[src/logic/pp_pkg.sv]
// stream path shared definitions
// word and block sizing plus the state encodings
// for the ping-pong buffers and the stream adapter

`default_nettype none

package pp_pkg;

  // stream word width
  localparam int DATA_W = 32;

  // block size field on the read side
  // wide enough for far deeper buffers than used here
  localparam int SIZE_W = 24;

  // words per block buffer
  localparam int BLOCK_DEPTH = 16;

  // word index inside one buffer, depth is 2**ADDR_W
  localparam int ADDR_W = 4;

  // life cycle of one block buffer
  typedef enum logic [1:0] {
    BUF_EMPTY,
    BUF_FILLING,
    BUF_FULL,
    BUF_READING
  } buf_state_e;

  // stream adapter FSM
  typedef enum logic [1:0] {
    RD_IDLE,
    RD_STREAM,
    RD_RELEASE
  } rd_state_e;

endpackage

`default_nettype wire

[src/logic/ppfifo_rd_if.sv]
// ping-pong FIFO read port
// the FIFO offers a full block, the consumer claims it,
// strobes words out one at a time and drops act to free it

`timescale 1ns/10ps
`default_nettype none

interface ppfifo_rd_if;

  // block waiting to be claimed
  logic                      rdy;
  // consumer owns the block
  logic                      act;
  // words in the offered block
  logic [pp_pkg::SIZE_W-1:0] size;
  // word at the current read index
  logic [pp_pkg::DATA_W-1:0] data;
  // one word consumed
  logic                      stb;

  // FIFO side
  modport source (
    output rdy,
    output size,
    output data,
    input  act,
    input  stb
  );

  // consumer side
  modport sink (
    input  rdy,
    input  size,
    input  data,
    output act,
    output stb
  );

endinterface

`default_nettype wire

[src/logic/ping_pong_fifo.sv]
// ping-pong block FIFO
// two block buffers filled alternately from the write port;
// a block closes when full or on commit and is offered to the
// read port in fill order, then freed when the reader drops act

`timescale 1ns/10ps
`default_nettype none

module ping_pong_fifo (
  input  logic                      clk,
  input  logic                      rst,
  // write side
  input  logic                      i_wr_valid,
  input  logic [pp_pkg::DATA_W-1:0] i_wr_data,
  input  logic                      i_wr_commit,
  output logic                      o_wr_ready,
  // read side
  ppfifo_rd_if.source               rd
);

  // block storage, two buffers
  logic [pp_pkg::DATA_W-1:0] mem [2][pp_pkg::BLOCK_DEPTH];

  // per-buffer state and fill count
  pp_pkg::buf_state_e        buf_state [2];
  logic [pp_pkg::ADDR_W:0]   buf_count [2];

  // buffer being written
  logic                      wr_sel;
  // oldest closed buffer, next one to hand over
  logic                      rd_sel;
  // word index within the buffer being read
  logic [pp_pkg::ADDR_W-1:0] rd_idx;

  // write side decode
  logic                      wr_take;
  logic                      wr_full_word;
  logic                      commit_only;
  logic                      wr_close;

  // read side decode
  logic                      rd_claim;
  logic                      rd_release;

  // room only while the write buffer is open
  // once it points at a closed buffer both are occupied
  assign o_wr_ready = (buf_state[wr_sel] == pp_pkg::BUF_EMPTY) ||
                      (buf_state[wr_sel] == pp_pkg::BUF_FILLING);

  assign wr_take = i_wr_valid && o_wr_ready;

  // index all ones means this word fills the block
  assign wr_full_word = &buf_count[wr_sel][pp_pkg::ADDR_W-1:0];

  // bare commit closes only a non-empty open block
  assign commit_only = i_wr_commit && !i_wr_valid &&
                       (buf_state[wr_sel] == pp_pkg::BUF_FILLING);

  // close on the last slot, on commit with data, or on bare commit
  assign wr_close = (wr_take && (wr_full_word || i_wr_commit)) || commit_only;

  // reader takes the offered block
  assign rd_claim = rd.act && (buf_state[rd_sel] == pp_pkg::BUF_FULL);

  // reader let go of the block it held
  assign rd_release = !rd.act && (buf_state[rd_sel] == pp_pkg::BUF_READING);

  // offer the oldest block once it is closed
  assign rd.rdy = (buf_state[rd_sel] == pp_pkg::BUF_FULL);

  // block length, zero extended to the size field
  assign rd.size = {{(pp_pkg::SIZE_W - pp_pkg::ADDR_W - 1){1'b0}}, buf_count[rd_sel]};

  // read word straight from the buffer
  assign rd.data = mem[rd_sel][rd_idx];

  // storage write
  always_ff @(posedge clk) begin
    if (wr_take) begin
      mem[wr_sel][buf_count[wr_sel][pp_pkg::ADDR_W-1:0]] <= i_wr_data;
    end
  end

  // buffer bookkeeping
  // write and read never touch the same buffer in one cycle:
  // the write buffer is open, the read buffer is closed
  always_ff @(posedge clk) begin
    if (rst) begin
      for (int b = 0; b < 2; b++) begin
        buf_state[b] <= pp_pkg::BUF_EMPTY;
        buf_count[b] <= '0;
      end
      wr_sel <= 1'b0;
      rd_sel <= 1'b0;
      rd_idx <= '0;
    end else begin
      // accept a word into the open buffer
      if (wr_take) begin
        buf_count[wr_sel] <= buf_count[wr_sel] + 1'b1;
        buf_state[wr_sel] <= pp_pkg::BUF_FILLING;
      end

      // close the block and move to the other buffer
      if (wr_close) begin
        buf_state[wr_sel] <= pp_pkg::BUF_FULL;
        wr_sel            <= ~wr_sel;
      end

      // block claimed by the reader
      if (rd_claim) begin
        buf_state[rd_sel] <= pp_pkg::BUF_READING;
      end

      // step to the next word
      if (rd.stb) begin
        rd_idx <= rd_idx + 1'b1;
      end

      // free the buffer, next block in fill order
      if (rd_release) begin
        buf_state[rd_sel] <= pp_pkg::BUF_EMPTY;
        buf_count[rd_sel] <= '0;
        rd_sel            <= ~rd_sel;
        rd_idx            <= '0;
      end
    end
  end

endmodule

`default_nettype wire

[src/logic/ppfifo_to_axis.sv]
// ping-pong FIFO to AXI-Stream adapter
// claims one block at a time, moves its words into a registered
// stream output that holds under back-pressure, tags the final
// word with last and releases the block once last is taken

`timescale 1ns/10ps
`default_nettype none

module ppfifo_to_axis (
  input  logic                      clk,
  input  logic                      rst,
  // block source
  ppfifo_rd_if.sink                 pp,
  // AXI-Stream master
  input  logic                      i_axis_ready,
  output logic                      o_axis_valid,
  output logic [pp_pkg::DATA_W-1:0] o_axis_data,
  output logic                      o_axis_last
);

  pp_pkg::rd_state_e         state;

  // words moved out of the current block
  logic [pp_pkg::SIZE_W-1:0] word_cnt;

  logic                      out_free;
  logic                      words_left;
  logic                      load_word;
  logic                      last_taken;

  // output register empty or draining this cycle
  assign out_free = !o_axis_valid || i_axis_ready;

  // block not yet fully moved
  assign words_left = (word_cnt != pp.size);

  // pull a word whenever the register can take one
  assign load_word = (state == pp_pkg::RD_STREAM) && out_free && words_left;

  // final word of the block accepted downstream
  assign last_taken = o_axis_valid && o_axis_last && i_axis_ready;

  // strobe in the same cycle as the load
  assign pp.stb = load_word;

  // payload register, frozen while valid waits for ready
  always_ff @(posedge clk) begin
    if (load_word) begin
      o_axis_data <= pp.data;
    end
  end

  always_ff @(posedge clk) begin
    if (rst) begin
      state        <= pp_pkg::RD_IDLE;
      pp.act       <= 1'b0;
      word_cnt     <= '0;
      o_axis_valid <= 1'b0;
      o_axis_last  <= 1'b0;
    end else begin
      // stream output register
      if (load_word) begin
        o_axis_valid <= 1'b1;
        o_axis_last  <= (word_cnt == pp.size - 1'b1);
        word_cnt     <= word_cnt + 1'b1;
      end else if (i_axis_ready) begin
        // word taken, nothing behind it
        o_axis_valid <= 1'b0;
        o_axis_last  <= 1'b0;
      end

      case (state)
        pp_pkg::RD_IDLE: begin
          // claim a waiting block
          if (pp.rdy && !pp.act) begin
            pp.act   <= 1'b1;
            word_cnt <= '0;
            state    <= pp_pkg::RD_STREAM;
          end
        end
        pp_pkg::RD_STREAM: begin
          // hold the block until its last word is gone
          if (last_taken) begin
            pp.act <= 1'b0;
            state  <= pp_pkg::RD_RELEASE;
          end
        end
        pp_pkg::RD_RELEASE: begin
          // one cycle for the FIFO to free the buffer
          state <= pp_pkg::RD_IDLE;
        end
        default: begin
          state <= pp_pkg::RD_IDLE;
        end
      endcase
    end
  end

endmodule

`default_nettype wire

[src/logic/stream_top.sv]
// stream path top level
// producer words go through the ping-pong block FIFO
// and leave as AXI-Stream with last on each block end

`timescale 1ns/10ps
`default_nettype none

module stream_top (
  input  logic                      clk,
  input  logic                      rst,
  // producer write port
  input  logic                      i_wr_valid,
  input  logic [pp_pkg::DATA_W-1:0] i_wr_data,
  input  logic                      i_wr_commit,
  output logic                      o_wr_ready,
  // AXI-Stream output
  output logic                      o_axis_valid,
  output logic [pp_pkg::DATA_W-1:0] o_axis_data,
  output logic                      o_axis_last,
  input  logic                      i_axis_ready
);

  // block hand-over between FIFO and adapter
  ppfifo_rd_if rd_bus ();

  // write fill and block buffering
  ping_pong_fifo u_fifo (
    .clk         (clk),
    .rst         (rst),
    .i_wr_valid  (i_wr_valid),
    .i_wr_data   (i_wr_data),
    .i_wr_commit (i_wr_commit),
    .o_wr_ready  (o_wr_ready),
    .rd          (rd_bus.source)
  );

  // block drain onto the stream
  ppfifo_to_axis u_to_axis (
    .clk          (clk),
    .rst          (rst),
    .pp           (rd_bus.sink),
    .i_axis_ready (i_axis_ready),
    .o_axis_valid (o_axis_valid),
    .o_axis_data  (o_axis_data),
    .o_axis_last  (o_axis_last)
  );

endmodule

`default_nettype wire

[config.mk]
export PLATFORM = sky130hd
export DESIGN_NAME = stream_top
export DESIGN_NICKNAME = d
export VERILOG_FILES = /design/src/logic/pp_pkg.sv /design/src/logic/ppfifo_rd_if.sv /design/src/logic/ping_pong_fifo.sv /design/src/logic/ppfifo_to_axis.sv /design/src/logic/stream_top.sv
export SDC_FILE = /design/constraint.sdc
export NUM_CORES = 1
export LEC_CHECK = 0
export BUFFER_PORTS_ARGS = -buffer_cell sky130_fd_sc_hd__buf_2
export CORE_ASPECT_RATIO = 0.75
export CORE_UTILIZATION = 30
export CTS_BUF_LIST = sky130_fd_sc_hd__clkbuf_8
export DETAILED_ROUTE_END_ITERATION = 10
export PLACE_DENSITY_LB_ADDON = 0.12
export SLEW_MARGIN = 20
export SYNTH_ARGS = -nofsm -noshare
export SYNTH_HDL_FRONTEND = slang
export SYNTH_HIERARCHICAL = 1
export SYNTH_SLANG_ARGS = --single-unit
[constraint.sdc]
create_clock -name clk -period 5.5 [get_ports clk]
set_input_delay 0.55 -clock clk [delete_from_list [all_inputs] [get_ports clk]]
set_output_delay 0.55 -clock clk [all_outputs]
set_load 0.02 [all_outputs]
==> key figures <==
Timing
  – FMAX: 0.248 GHz
  – Final min period: 4.03 ns
  – Hold WS: 0.116 ns
  – Slew of the pin with the lowest slew margin: roughly 1.2 ns
  – Period Utilization, post-route: 0.732
  – Setup TNS Final: 0 ns
  – Setup violations, final: 0
  – Final Slew Violations: 0
  – Clk_skew: approximately 0.041 ns
  – Worst slew margin: 0.169
  – Unrepaired setup endpoints after global routing: false
  – Fin. Hold Viols: 0

Routing
  – First drt pass iteration count: 5
  – Wirelength per Cell: ~29 um
  – Final WL: 127 mm
  – Via density: 5.10
  – Initial DRC Count: about 2000
  – Drt drc: 0
  – Vias: around 23000
  – DRT antenna net count: 0

Yosys
  – Seq/Total Area, Yosys: 0.752
  – Yosys top cell area share: 0.730
  – Synth unique cells: between 60 and 70
  – Synth area leaders: edfxtp_1, mux4_2, mux2i_1, dfxtp_1, a21oi_1
  – Number of flops mapped to enable cells by yosys: about 1100
  – Synth Area in Adders: 0.00201
  – Yosys reg bits: 1107
  – Syn avg cell area: 19.6 sq um
  – Largest family of logic cells by synthesized area: multiplexers
  – Asr flop ratio synth: 0
  – Synth Area in Compound Gates: 0.0484
  – Cells after synthesis: around 2200
  – Post-synthesis mux area share: 0.134
  – Dominant cell type by area after synthesis: edfxtp_1
  – Yosys warns: 6
  – Ys flop type: edfxtp_1
  – Synth Area in Simple Gates: 0.0308
  – Synthesized cell area: between 40000 and 50000 sq um
  – Post-Synth XOR/XNOR Area: 0.0127

Critical path
  – Worst EP required: roughly 6.1 ns
  – Setup CP Type: register to register
  – Worst r2r path cells: 5
  – Worst r2r dst: u_to_axis/o_axis_data[2]$_DFFE_PP_
  – Crit path capture type: register
  – Crit-path max FO: between 90 and 100
  – Reg2Reg Setup Slack: between 1 and 1.5 ns
  – CP arrival: ~4.6 ns
  – Crit path launch type: register

Flow run
  – Max Cap Violations: 0

Placement
  – DP Area: approximately 46000 sq um
  – Final HPWL DP: around 72 mm
  – Port bufs: 71
  – GPL Wtd Cong: about 0.75

Finish
  – Final Instance Area: between 40000 and 50000 sq um
  – Nets: about 2500
  – Utilization after layout: 0.347
  – Share of cells above drive strength 1: 0.238
  – Synthesis-to-finish area growth: 14.1%

Global routing
  – Overflow left after global routing: 0
  – Initial antenna violation count: 8
  – Vias in the first global route: approximately 23000
  – First-pass GRT wire length: about 180 mm
  – Total track usage: 0.173
  – Largest net degree at the start of global routing: 100

Outcome
  – Status: complete, no violations

Clock tree
  – Num Clock Sinks: between 1000 and 1500
  – Post-CTS Setup Bufs: 0
  – CTS Buf Count: about 180
  – Clock Path Buffers: 3
  – Htree depth: 4
  – Later-pin clock latency in the skew report: 0.89 ns
  – CTS tree: built
  – Root buf cell: clkbuf_8
  – CTS clock-pin slew for the worst setup and hold paths: ~0.060 ns

Die
  – Die area: roughly 150000 sq um
  – Die Span Y: approximately 330 um
  – Initial Utilization: 0.304
  – Die W: 442 um
  – Row Count: between 100 and 150
  – Top-Level Pins: between 70 and 80
  – Core area: ~140000 sq um

Power
  – LEAKAGE: approximately 15 nW
  – Worst VDD drop: between 0.15 and 0.2 mV
  – Pwr dens: between 300 and 400 nW/um^2

Min path
  – Hold crit path type: input pin to register
  – Hold path cells: 3
  – HP Start: i_wr_commit
  – Worst Hold Endpoint: u_fifo/wr_sel$_SDFFE_PP0N_
[how the worst max path moves through the flow]
stage                                               end     start  cells after the start
global route         u_to_axis/o_axis_data[5]$_DFFE_PP_  register                      5
floorplan                 u_fifo/rd_idx[3]$_SDFFE_PP0P_  register                     15
detailed placement  u_to_axis/o_axis_data[14]$_DFFE_PP_  register                      7
CTS                  u_to_axis/o_axis_data[4]$_DFFE_PP_  register                      7
finish               u_to_axis/o_axis_data[2]$_DFFE_PP_  register                      5
global placement    u_to_axis/o_axis_data[14]$_DFFE_PP_  register                      7
[synthesized netlist by cell type (all sizes together) (11+ instances only)]
library cell     n
a2111oi         25
a211oi          11
a21oi           80
a22o            25
a22oi           47
buf             81
clkbuf          60
dfxtp           47
edfxtp        1060
inv             14
mux2i          139
mux4           194
nand2           30
nand3           25
nand4           13
nor2            75
nor3            17
nor4            16
o21ai           16
o221ai          32
o22ai           31
or3             14
or4             12
xnor2           41
xor2            22
[state kept, by name, indices dropped and copies added (netlist names), 2 cells and up, named ones only]
name / cells
u_fifo/buf_count: 10
u_fifo/mem: 1024
u_fifo/rd_idx: 4
u_to_axis/o_axis_data: 32
u_to_axis/word_cnt: 24
u_to_axis/state: 2
u_fifo/buf_state: 4
[where the power goes]
group,switching (mW),total (mW),internal (mW)
Sequential,0.221,9.80,9.58
Combinational,1.97,3.23,1.26
Clock,3.34,6.75,3.41
[cell type report]
cell class | count | area (sq um)
Timing Repair Buffer | 132 | 931
Inverter | 14 | 52.6
Multi-Input combinational cell | 977 | 10300
Tap cell | 1891 | 2370
Sequential cell | 1107 | 32800
Clock buffer | 186 | 2560
Fill cell | 13400 | 93700
Clock inverter | 141 | 758
Antenna cell | 3 | 7.51
[routing by layer]
layer,up-vias,share of wire,global-route usage
met2,717,0.45,0.257
met4,0,0.020,0.0535
met3,174,0.063,0.0368
li1,9603,-,-
met1,12200,0.47,0.251
met5,-,0,0
[through the flow]
step / total power, mW / setup WS, ns / cells
4_1_cts: 20.1 / 1.46 / 4447
6_report: 19.8 / 1.47 / 4451
3_5_place_dp: 13.3 / 1.48 / 4118
2_1_floorplan: 12.0 / 1.48 / 2239
3_3_place_gp: 13.3 / 1.51 / 4118
5_1_grt: 20.6 / 1.33 / 4450
[logic make-up (layout without fill, tap and decap cells)]
group,count (synthesis),count (layout)
and+or+nand+nor,254,254
buffers and inverters,155,473
adders and majority gates,7,7
muxes,339,339
other,1,22
DFF,1107,1107
xor gates and xnor gates,63,63
AOI/OAI and AO/OA,295,295
[critical path: stages, from the launching register on]
cell	delay, ns
dfxtp_4	0.54
buf_12	0.43
buf_12	0.57
mux4_2	0.59
a2111oi_0	0.97
a21oi_1	0.07
[repair_timing]
item,CTS,global route
hold buffers,2,0
gates resized for setup,0,0
endpoints found under the hold margin,5,0
[layout by cell type, fill, tap and decap left out, types with 7 or more instances in the layout]
| master | instances |
|---|---|
| nor3_1 | 17 |
| edfxtp_1 | 1060 |
| xnor2_1 | 41 |
| o21ai_0 | 14 |
| nor4_1 | 16 |
| a22oi_1 | 47 |
| a2111oi_1 | 11 |
| mux4_2 | 194 |
| buf_2 | 71 |
| nor3b_1 | 7 |
| and3_1 | 7 |
| nor2_4 | 33 |
| a21oi_1 | 80 |
| clkinv_2 | 17 |
| clkinv_1 | 47 |
| clkbuf_8 | 186 |
| nand4_1 | 13 |
| dfxtp_1 | 43 |
| o221ai_1 | 32 |
| or4_1 | 8 |
| nand3b_1 | 7 |
| a2111oi_0 | 10 |
| or3_1 | 13 |
| inv_1 | 73 |
| mux2i_1 | 139 |
| ha_1 | 7 |
| buf_4 | 50 |
| a22o_1 | 25 |
| o22ai_1 | 31 |
| xor2_1 | 22 |
| conb_1 | 19 |
| nand2_1 | 30 |
| a211oi_1 | 11 |
| nand3_1 | 24 |
| nor2_1 | 42 |
| buf_12 | 9 |
No activity file was read; power rests on OpenSTA's default activity.
